--- src/design/core_pkg.sv ---
// core package
// shared widths, kept RISC-V opcodes and function fields, and the ALU
// operation encoding for the in-order integer pipeline
package core_pkg;

  // data and address widths
  typedef logic [31:0] xlen_t;
  typedef logic [31:0] inst_t;
  typedef logic [31:0] pc_t;
  typedef logic [4:0]  reg_index_t;

  localparam int NUM_REGS = 32;

  // major opcodes that are decoded
  localparam logic [6:0] OPCODE_OP     = 7'b0110011;
  localparam logic [6:0] OPCODE_OP_IMM = 7'b0010011;
  localparam logic [6:0] OPCODE_LUI    = 7'b0110111;

  // funct3 values shared by OP and OP-IMM
  localparam logic [2:0] FUNCT3_ADD_SUB = 3'b000;
  localparam logic [2:0] FUNCT3_SLL     = 3'b001;
  localparam logic [2:0] FUNCT3_SLT     = 3'b010;
  localparam logic [2:0] FUNCT3_SLTU    = 3'b011;
  localparam logic [2:0] FUNCT3_XOR     = 3'b100;
  localparam logic [2:0] FUNCT3_SRL_SRA = 3'b101;
  localparam logic [2:0] FUNCT3_OR      = 3'b110;
  localparam logic [2:0] FUNCT3_AND     = 3'b111;

  // funct7 selects SUB and SRA against the base operation
  localparam logic [6:0] FUNCT7_BASE = 7'b0000000;
  localparam logic [6:0] FUNCT7_ALT  = 7'b0100000;

  // ALU operation carried from issue into the ALU pipe
  typedef enum logic [3:0] {
    ALU_ADD    = 4'd0,
    ALU_SUB    = 4'd1,
    ALU_AND    = 4'd2,
    ALU_OR     = 4'd3,
    ALU_XOR    = 4'd4,
    ALU_SLT    = 4'd5,
    ALU_SLTU   = 4'd6,
    ALU_SLL    = 4'd7,
    ALU_SRL    = 4'd8,
    ALU_SRA    = 4'd9,
    // LUI passes the immediate straight through
    ALU_PASS_B = 4'd10
  } alu_op_e;

endpackage

--- src/design/fetch_buffer.sv ---
// fetch buffer
// circular FIFO of instruction word and PC pairs between the fetcher and
// the issue stage; writes arriving while full are dropped
module fetch_buffer
  import core_pkg::*;
#(
  parameter int FB_DEPTH = 4
) (
  input  logic  clock,
  input  logic  reset,
  input  logic  write_strobe,
  input  inst_t write_word,
  input  pc_t   write_pc,
  input  logic  pop,
  output logic  head_valid,
  output inst_t head_word,
  output pc_t   head_pc,
  output logic  full
);

  localparam int PTR_W = $clog2(FB_DEPTH);

  inst_t            word_mem [FB_DEPTH];
  pc_t              pc_mem   [FB_DEPTH];
  logic [PTR_W-1:0] rd_ptr;
  logic [PTR_W-1:0] wr_ptr;
  logic [PTR_W:0]   count;
  logic             push;
  logic             take;

  assign full       = (count == (PTR_W + 1)'(FB_DEPTH));
  assign head_valid = (count != '0);
  assign head_word  = word_mem[rd_ptr];
  assign head_pc    = pc_mem[rd_ptr];

  assign push = write_strobe && !full;
  assign take = pop && head_valid;

  // pointers wrap on their own since the depth is a power of two
  always_ff @(posedge clock) begin
    if (reset) begin
      rd_ptr <= '0;
      wr_ptr <= '0;
      count  <= '0;
    end else begin
      if (push) wr_ptr <= wr_ptr + 1'b1;
      if (take) rd_ptr <= rd_ptr + 1'b1;
      if (push && !take) count <= count + 1'b1;
      else if (take && !push) count <= count - 1'b1;
    end
  end

  always_ff @(posedge clock) begin
    if (push) begin
      word_mem[wr_ptr] <= write_word;
      pc_mem[wr_ptr]   <= write_pc;
    end
  end

endmodule

--- src/design/inst_decode.sv ---
// instruction decode
// combinational decode of the buffer head into register indices,
// immediate, source usage and ALU operation
module inst_decode
  import core_pkg::*;
(
  input  inst_t      word,
  output logic       legal,
  output reg_index_t rs1,
  output reg_index_t rs2,
  output reg_index_t rd,
  output logic       uses_rs1,
  output logic       uses_rs2,
  output logic       use_imm,
  output xlen_t      imm,
  output alu_op_e    alu_op
);

  logic [6:0] opcode;
  logic [2:0] funct3;
  logic [6:0] funct7;
  logic       base;
  logic       alt;

  assign opcode = word[6:0];
  assign funct3 = word[14:12];
  assign funct7 = word[31:25];
  assign rs1    = word[19:15];
  assign rs2    = word[24:20];
  assign rd     = word[11:7];
  assign base   = (funct7 == FUNCT7_BASE);
  assign alt    = (funct7 == FUNCT7_ALT);

  always_comb begin
    legal    = 1'b0;
    uses_rs1 = 1'b0;
    uses_rs2 = 1'b0;
    use_imm  = 1'b0;
    imm      = {{20{word[31]}}, word[31:20]};
    alu_op   = ALU_ADD;
    case (opcode)
      OPCODE_OP: begin
        uses_rs1 = 1'b1;
        uses_rs2 = 1'b1;
        case (funct3)
          FUNCT3_ADD_SUB: begin
            legal  = base || alt;
            alu_op = alt ? ALU_SUB : ALU_ADD;
          end
          FUNCT3_SRL_SRA: begin
            legal  = base || alt;
            alu_op = alt ? ALU_SRA : ALU_SRL;
          end
          FUNCT3_SLL:  begin legal = base; alu_op = ALU_SLL;  end
          FUNCT3_SLT:  begin legal = base; alu_op = ALU_SLT;  end
          FUNCT3_SLTU: begin legal = base; alu_op = ALU_SLTU; end
          FUNCT3_XOR:  begin legal = base; alu_op = ALU_XOR;  end
          FUNCT3_OR:   begin legal = base; alu_op = ALU_OR;   end
          default:     begin legal = base; alu_op = ALU_AND;  end
        endcase
      end
      OPCODE_OP_IMM: begin
        uses_rs1 = 1'b1;
        use_imm  = 1'b1;
        legal    = 1'b1;
        case (funct3)
          FUNCT3_ADD_SUB: alu_op = ALU_ADD;
          FUNCT3_SLT:     alu_op = ALU_SLT;
          FUNCT3_SLTU:    alu_op = ALU_SLTU;
          FUNCT3_XOR:     alu_op = ALU_XOR;
          FUNCT3_OR:      alu_op = ALU_OR;
          FUNCT3_AND:     alu_op = ALU_AND;
          FUNCT3_SLL: begin
            legal  = base;
            alu_op = ALU_SLL;
            imm    = {27'b0, word[24:20]};
          end
          default: begin
            // shift right immediate, funct7 picks logical or arithmetic
            legal  = base || alt;
            alu_op = alt ? ALU_SRA : ALU_SRL;
            imm    = {27'b0, word[24:20]};
          end
        endcase
      end
      OPCODE_LUI: begin
        legal   = 1'b1;
        use_imm = 1'b1;
        imm     = {word[31:12], 12'b0};
        alu_op  = ALU_PASS_B;
      end
      default: legal = 1'b0;
    endcase
  end

endmodule

--- src/design/scoreboard.sv ---
// register scoreboard
// one busy bit per architectural register, set when a writer issues
// and cleared when its result is written back
module scoreboard
  import core_pkg::*;
(
  input  logic       clock,
  input  logic       reset,
  input  logic       set_strobe,
  input  reg_index_t set_index,
  input  logic       clear_strobe,
  input  reg_index_t clear_index,
  input  reg_index_t rs1,
  input  reg_index_t rs2,
  output logic       rs1_busy,
  output logic       rs2_busy
);

  logic [NUM_REGS-1:0] busy;

  always_ff @(posedge clock) begin
    if (reset) begin
      busy <= '0;
    end else begin
      if (clear_strobe) busy[clear_index] <= 1'b0;
      // a new writer keeps the bit even if the old one retires now
      if (set_strobe) busy[set_index] <= 1'b1;
    end
  end

  assign rs1_busy = busy[rs1];
  assign rs2_busy = busy[rs2];

endmodule

--- src/design/register_file.sv ---
// integer register file
// 32 x 32-bit, two combinational read ports and one write port,
// x0 is never written so it always reads zero
module register_file
  import core_pkg::*;
(
  input  logic       clock,
  input  logic       reset,
  input  reg_index_t rs1,
  input  reg_index_t rs2,
  input  logic       write_strobe,
  input  reg_index_t write_index,
  input  xlen_t      write_data,
  output xlen_t      rs1_data,
  output xlen_t      rs2_data
);

  xlen_t regs [NUM_REGS];

  always_ff @(posedge clock) begin
    if (reset) begin
      for (int i = 0; i < NUM_REGS; i++) begin
        regs[i] <= '0;
      end
    end else if (write_strobe && (write_index != '0)) begin
      regs[write_index] <= write_data;
    end
  end

  // no bypass, a write shows up on the following cycle
  assign rs1_data = regs[rs1];
  assign rs2_data = regs[rs2];

endmodule

--- src/design/issue_stage.sv ---
// issue stage
// decodes the buffer head, checks the scoreboard, reads operands and
// loads the execute pipeline register; illegal words are popped and reported
module issue_stage
  import core_pkg::*;
(
  input  logic       clock,
  input  logic       reset,
  input  logic       head_valid,
  input  inst_t      head_word,
  input  pc_t        head_pc,
  input  logic       rs1_busy,
  input  logic       rs2_busy,
  input  xlen_t      rs1_data,
  input  xlen_t      rs2_data,
  output logic       pop,
  output reg_index_t rs1,
  output reg_index_t rs2,
  output logic       set_strobe,
  output reg_index_t set_index,
  output logic       ex_valid,
  output alu_op_e    ex_op,
  output xlen_t      ex_a,
  output xlen_t      ex_b,
  output reg_index_t ex_rd,
  output pc_t        ex_pc,
  output logic       illegal_strobe,
  output pc_t        illegal_pc
);

  logic       legal;
  reg_index_t rd;
  logic       uses_rs1;
  logic       uses_rs2;
  logic       use_imm;
  xlen_t      imm;
  alu_op_e    alu_op;
  logic       src_ready;
  logic       waw_hazard;
  logic       issue;
  logic       reject;
  logic       writes_rd;

  inst_decode i_inst_decode (
    .word     (head_word),
    .legal    (legal),
    .rs1      (rs1),
    .rs2      (rs2),
    .rd       (rd),
    .uses_rs1 (uses_rs1),
    .uses_rs2 (uses_rs2),
    .use_imm  (use_imm),
    .imm      (imm),
    .alu_op   (alu_op)
  );

  assign src_ready = !(uses_rs1 && rs1_busy) && !(uses_rs2 && rs2_busy);
  // same rd still in execute would have its busy bit cleared too early
  assign waw_hazard = ex_valid && (ex_rd == rd);
  assign writes_rd  = (rd != '0);

  assign issue      = head_valid && legal && src_ready && !waw_hazard;
  assign reject     = head_valid && !legal;
  assign pop        = issue || reject;
  assign set_strobe = issue && writes_rd;
  assign set_index  = rd;

  always_ff @(posedge clock) begin
    if (reset) begin
      ex_valid       <= 1'b0;
      illegal_strobe <= 1'b0;
    end else begin
      ex_valid       <= issue && writes_rd;
      illegal_strobe <= reject;
    end
  end

  always_ff @(posedge clock) begin
    if (issue) begin
      ex_op <= alu_op;
      ex_a  <= rs1_data;
      ex_b  <= use_imm ? imm : rs2_data;
      ex_rd <= rd;
      ex_pc <= head_pc;
    end
    if (reject) illegal_pc <= head_pc;
  end

endmodule

--- src/design/alu_pipe.sv ---
// ALU pipe
// single-cycle RISC-V integer ALU followed by the writeback register
module alu_pipe
  import core_pkg::*;
(
  input  logic       clock,
  input  logic       reset,
  input  logic       ex_valid,
  input  alu_op_e    ex_op,
  input  xlen_t      ex_a,
  input  xlen_t      ex_b,
  input  reg_index_t ex_rd,
  input  pc_t        ex_pc,
  output logic       wb_strobe,
  output reg_index_t wb_rd,
  output xlen_t      wb_data,
  output pc_t        wb_pc
);

  xlen_t      result;
  logic [4:0] shamt;

  // shifts only look at the low five bits
  assign shamt = ex_b[4:0];

  always_comb begin
    case (ex_op)
      ALU_ADD:    result = ex_a + ex_b;
      ALU_SUB:    result = ex_a - ex_b;
      ALU_AND:    result = ex_a & ex_b;
      ALU_OR:     result = ex_a | ex_b;
      ALU_XOR:    result = ex_a ^ ex_b;
      ALU_SLT:    result = {31'b0, ($signed(ex_a) < $signed(ex_b))};
      ALU_SLTU:   result = {31'b0, (ex_a < ex_b)};
      ALU_SLL:    result = ex_a << shamt;
      ALU_SRL:    result = ex_a >> shamt;
      ALU_SRA:    result = $signed(ex_a) >>> shamt;
      ALU_PASS_B: result = ex_b;
      default:    result = '0;
    endcase
  end

  always_ff @(posedge clock) begin
    if (reset) wb_strobe <= 1'b0;
    else wb_strobe <= ex_valid;
  end

  always_ff @(posedge clock) begin
    if (ex_valid) begin
      wb_rd   <= ex_rd;
      wb_data <= result;
      wb_pc   <= ex_pc;
    end
  end

endmodule

--- src/design/core.sv ---
// integer core top level
// fetch buffer, issue with scoreboard and register file, and one ALU pipe
module core
  import core_pkg::*;
#(
  parameter int FB_DEPTH = 4
) (
  input  logic       clock,
  input  logic       reset,
  input  logic       inst_strobe,
  input  inst_t      inst_word,
  input  pc_t        inst_pc,
  output logic       fb_full,
  output logic       wb_strobe,
  output reg_index_t wb_rd,
  output xlen_t      wb_data,
  output pc_t        wb_pc,
  output logic       illegal_strobe,
  output pc_t        illegal_pc
);

  logic       head_valid;
  inst_t      head_word;
  pc_t        head_pc;
  logic       pop;
  reg_index_t rs1;
  reg_index_t rs2;
  logic       rs1_busy;
  logic       rs2_busy;
  xlen_t      rs1_data;
  xlen_t      rs2_data;
  logic       set_strobe;
  reg_index_t set_index;
  logic       ex_valid;
  alu_op_e    ex_op;
  xlen_t      ex_a;
  xlen_t      ex_b;
  reg_index_t ex_rd;
  pc_t        ex_pc;

  fetch_buffer #(
    .FB_DEPTH (FB_DEPTH)
  ) i_fetch_buffer (
    .clock        (clock),
    .reset        (reset),
    .write_strobe (inst_strobe),
    .write_word   (inst_word),
    .write_pc     (inst_pc),
    .pop          (pop),
    .head_valid   (head_valid),
    .head_word    (head_word),
    .head_pc      (head_pc),
    .full         (fb_full)
  );

  issue_stage i_issue_stage (
    .clock          (clock),
    .reset          (reset),
    .head_valid     (head_valid),
    .head_word      (head_word),
    .head_pc        (head_pc),
    .rs1_busy       (rs1_busy),
    .rs2_busy       (rs2_busy),
    .rs1_data       (rs1_data),
    .rs2_data       (rs2_data),
    .pop            (pop),
    .rs1            (rs1),
    .rs2            (rs2),
    .set_strobe     (set_strobe),
    .set_index      (set_index),
    .ex_valid       (ex_valid),
    .ex_op          (ex_op),
    .ex_a           (ex_a),
    .ex_b           (ex_b),
    .ex_rd          (ex_rd),
    .ex_pc          (ex_pc),
    .illegal_strobe (illegal_strobe),
    .illegal_pc     (illegal_pc)
  );

  // writeback clears the busy bit and writes the register file
  scoreboard i_scoreboard (
    .clock        (clock),
    .reset        (reset),
    .set_strobe   (set_strobe),
    .set_index    (set_index),
    .clear_strobe (wb_strobe),
    .clear_index  (wb_rd),
    .rs1          (rs1),
    .rs2          (rs2),
    .rs1_busy     (rs1_busy),
    .rs2_busy     (rs2_busy)
  );

  register_file i_register_file (
    .clock        (clock),
    .reset        (reset),
    .rs1          (rs1),
    .rs2          (rs2),
    .write_strobe (wb_strobe),
    .write_index  (wb_rd),
    .write_data   (wb_data),
    .rs1_data     (rs1_data),
    .rs2_data     (rs2_data)
  );

  alu_pipe i_alu_pipe (
    .clock     (clock),
    .reset     (reset),
    .ex_valid  (ex_valid),
    .ex_op     (ex_op),
    .ex_a      (ex_a),
    .ex_b      (ex_b),
    .ex_rd     (ex_rd),
    .ex_pc     (ex_pc),
    .wb_strobe (wb_strobe),
    .wb_rd     (wb_rd),
    .wb_data   (wb_data),
    .wb_pc     (wb_pc)
  );

endmodule

--- config.mk ---
export PLATFORM = sky130hd
export DESIGN_NAME = core
export DESIGN_NICKNAME = d
export VERILOG_FILES = /design/src/design/core_pkg.sv /design/src/design/fetch_buffer.sv /design/src/design/inst_decode.sv /design/src/design/scoreboard.sv /design/src/design/register_file.sv /design/src/design/issue_stage.sv /design/src/design/alu_pipe.sv /design/src/design/core.sv
export SDC_FILE = /design/constraint.sdc
export NUM_CORES = 2
export LEC_CHECK = 0
export BUFFER_PORTS_ARGS = -buffer_cell sky130_fd_sc_hd__buf_2
export CAP_MARGIN = 20
export CORE_ASPECT_RATIO = 0.8
export CORE_UTILIZATION = 35
export CTS_BUF_LIST = sky130_fd_sc_hd__clkbuf_8
export CTS_CLUSTER_DIAMETER = 200
export DETAILED_ROUTE_END_ITERATION = 16
export HOLD_SLACK_MARGIN = 0.06
export PLACE_DENSITY = 0.51
export SETUP_SLACK_MARGIN = 0.2
export SYNTH_ARGS = -nofsm -noshare
export SYNTH_HDL_FRONTEND = slang
export SYNTH_HIERARCHICAL = 1
export SYNTH_SLANG_ARGS = --single-unit
export TNS_END_PERCENT = 30
--- constraint.sdc ---
create_clock -name clock -period 18.6 [get_ports clock]
set_input_delay 0.93 -clock clock [delete_from_list [all_inputs] [get_ports clock]]
set_output_delay 0.93 -clock clock [all_outputs]
set_load 0.1 [all_outputs]
==> out/results.tsv <==
metric	value	unit
status	finished clean	
die area	241000	um^2
Post-synth EDFFs	1486	
Synth top area share	53.3	%
largest cells by area after synthesis	edfxtp_1 (53%), mux2i_1 (13%), and2_1 (7.6%)	
ratio of cells with drive above 1 in the final layout	13.1	%
worst-path cell chain	mux4_4 > buf_4 > buf_12 > buf_4 > buf_4 > mux2i_1 > a22oi_1 > a31oi_1 > nand3_1 > mux2_2	
Worst Min Path Start	inst_pc[5]	
routed wire length	314000	um
largest net degree at the start of global routing	120	
GPL Wtd Cong	0.935	
max_cap viols	0	
PD cells	124	nW/um^2
measured slew at the worst slew-check pin	1.25	ns
FILL cells	22609	
Top FF cell, synth	edfxtp_1	
worst-case clock skew	0.0785	ns
first-pass GRT wire length	439000	um
Core ar.	238000	um^2
Clock transition at path regs	0.06	ns
Worst EP arrival	7.33	ns
post-synthesis mux area share	16.8	%
Pleak	35.5	nW
main combinational cell family by area after synthesis	multiplexers	
# port buffers	170	
dpl hpwl	187000	um
post-synthesis adder-cell area fraction	1.61	%
Comb power frac	38.3	%
WS Path Type	reg -> reg	
Setup TNS	0	ns
CP Max Fanout	96	
I/O Pins	171	
Slowest-stage cell, CP	mux4_4	
Switch Pwr	0.00451	W
Seq/Total Area, Yosys	54.4	%
H-tree Lvls	5	
WP data required	19.25	ns
worst skew pair latency	0.95	ns
# rows	160	
synthesized area per cell	12.2	um^2
setup bufs post-CTS	0	
CTS Buf Count	270	
RR Endpoint	i_issue_stage/ex_b[7]	
Post-CTS Resized	0	
clock power share	25.5	%
Yosys top cell by area	edfxtp_1	
initial antenna violation count	37	
Layout area overhead	10.0	%
DRT Pass-1 Iters	7	
Mapped Area	83700	um^2
clock root cell	clkbuf_8	
Slew Limit Fails	0	
crit start category	flip-flop	
clock tree from TritonCTS	built	
Relative slew margins	16.8	%
DR vias	59372	
worst hold path endpoint	i_fetch_buffer/pc_mem[2][5]	
Unique masters post-synth	104	
hold slack final	0.200	ns
post-synthesis cell count	6851	
# nets final	7065	
Die X	549	um
Initial Util	35.2	%
final setup violating endpoints	0	
RSZ-0062 raised after global routing	no	
XOR/XNOR Fraction of Synth Area	0.324	%
hold path cells	1	
Worst VDD drop	0.0996	mV
Hold Crit Class	in -> reg	
CP peak stage delay	1.00	ns
clk sinks	1530	
Post-DRT Antenna Nets	0	
Synth Area in Compound Gates	9.22	%
Power Internal	0.00691	W
share of power burned in registers	36.2	%
# hold bufs at CTS	0	
switching part of the total	39.5	%
vias in the first global route	57330	
Post-route DRC	0	
Worst path most repeated cell	buf_4	
grt ovf	0	
average wire per standard cell	30.6	um
Crit. End Element	flip-flop	
Total GRT Usage	25.3	%
f_max	0.150	GHz
initial drt markers	7092	
post-layout min period	6.68	ns
Worst R2R Path Depth	10	
yosys warns	6	
FFs w/ async S/R, synth	0	%
Via density	5.79	
final worst path period share	35.9	%
Max clock buf depth	4	
#FFs+latches synth	1530	
Simple-Gate Fraction of Synth Area	13.6	%
Die Y	439	um
reg2reg setup slack	11.92	ns
Final Hold Fails	0	
==> state kept, by name (all words and copies together) (netlist names), 4 cells and up, named ones only <==
signal and count:
i_issue_stage/ex_b 32, i_issue_stage/ex_rd 5, i_issue_stage/ex_a 32, i_fetch_buffer/pc_mem 128, i_alu_pipe/wb_pc 32, i_issue_stage/ex_pc 32, i_alu_pipe/wb_rd 5, i_scoreboard/busy 32
i_issue_stage/illegal_pc 32, i_issue_stage/ex_op 4, i_register_file/regs 1024, i_alu_pipe/wb_data 32, i_fetch_buffer/word_mem 128
==> routing by layer <==
layer	part of all wire, %	global-route usage (%)	routed length, um	vias to the layer above
li1	-	-	-	25586
met1	45	37.3	142000	30393
met2	43	37.7	134000	2892
met3	8.9	4.81	27800	493
met4	3.0	7.23	9500	8
met5	0.015	0	48	-
==> power groups by stage <==
| stage | logic, W | clock network [W] | registers [W] |
|---|---|---|---|
| after floorplan | 0.00269 | 0 | 0.00444 |
| after global placement | 0.00428 | 0 | 0.00421 |
| after detailed placement | 0.00430 | 0 | 0.00421 |
| after CTS | 0.00431 | 0.00299 | 0.00414 |
| after global routing | 0.00451 | 0.00312 | 0.00416 |
| final | 0.00438 | 0.00291 | 0.00414 |
==> worst max-delay path by stage <==
stage	end	slack [ns]
floorplan	i_issue_stage/ex_a[0]	11.20
global placement	i_issue_stage/ex_b[5]	12.21
detailed placement	i_issue_stage/ex_b[7]	12.16
CTS	i_issue_stage/ex_b[7]	12.08
global route	i_issue_stage/ex_b[7]	11.78
finish	i_issue_stage/ex_b[7]	11.92
==> cell families (layout without fill, tap and decap cells) <==
kind of cell	after synthesis	after routing
adders and majority gates	106	106
AOI/OAI and AO/OA	1150	1150
xor gates and xnor gates	31	31
and+or+nand+nor	2070	2070
DFF	1530	1530
muxes	1258	1258
other	1	53
buffers and inverters	705	894
==> placed cells by master, fill, tap and decap left out, types with 32 or more instances in the layout <==
| cell type | instances |
|---|---|
| nand3_1 | 236 |
| clkinv_1 | 54 |
| dfxtp_1 | 41 |
| buf_4 | 158 |
| edfxtp_1 | 1486 |
| clkbuf_8 | 285 |
| mux2i_1 | 1108 |
| buf_2 | 170 |
| mux4_2 | 104 |
| a31oi_1 | 80 |
| conb_1 | 32 |
| a21oi_1 | 346 |
| nand2_1 | 324 |
| mux2_2 | 38 |
| a22o_1 | 135 |
| and2_1 | 1005 |
| a22oi_1 | 223 |
| o21ai_0 | 136 |
| inv_1 | 184 |
| ha_1 | 103 |
| nor3_1 | 97 |
| nor2_1 | 178 |
==> metrics by stage <==
stage	area (um^2)	std cells	total power [W]	util, %	setup WS (ns)
after floorplan	83800	6882	0.00713	-	11.20
after global placement	87200	9775	0.00849	36.7	12.21
after detailed placement	87300	9778	0.00851	36.7	12.16
after CTS	92000	10229	0.0114	38.7	12.08
after global routing	92000	10233	0.0118	38.7	11.78
final	92100	10251	0.0114	38.8	11.92
==> cell usage after synthesis, types with 39 or more instances <==
library cell / instances
a21oi_1: 347
a22o_1: 135
a22oi_1: 223
a31oi_1: 80
and2_1: 1011
buf_2: 144
buf_4: 89
clkbuf_1: 296
dfxtp_1: 44
edfxtp_1: 1486
ha_1: 103
inv_1: 102
mux2i_1: 1108
mux4_2: 106
nand2_1: 326
nand3_1: 236
nor2_1: 201
nor3_1: 100
o21ai_0: 136
or2_2: 39
==> final cells by class <==
type	instances	area [um^2]	area share [%]
antenna	21	52.6	0.0571
clock buffer	285	3920	4.26
clock inverter	166	836	0.908
inverter	104	390	0.424
multi-input combinational	4647	35200	38.2
sequential	1530	45500	49.4
tap	3159	3950	4.29
timing repair buffer	339	2270	2.47
==> critical path: cells and delay by family, from the launching register on <==
kind                   cells  cell delay, ns
AND/OR/NAND/NOR            1            0.13
buffers and inverters      4            2.70
flip-flops                 1            0.70
AO/OA/AOI/OAI              2            0.63
multiplexers               3            1.55
(Power assumes the default switching activity.)
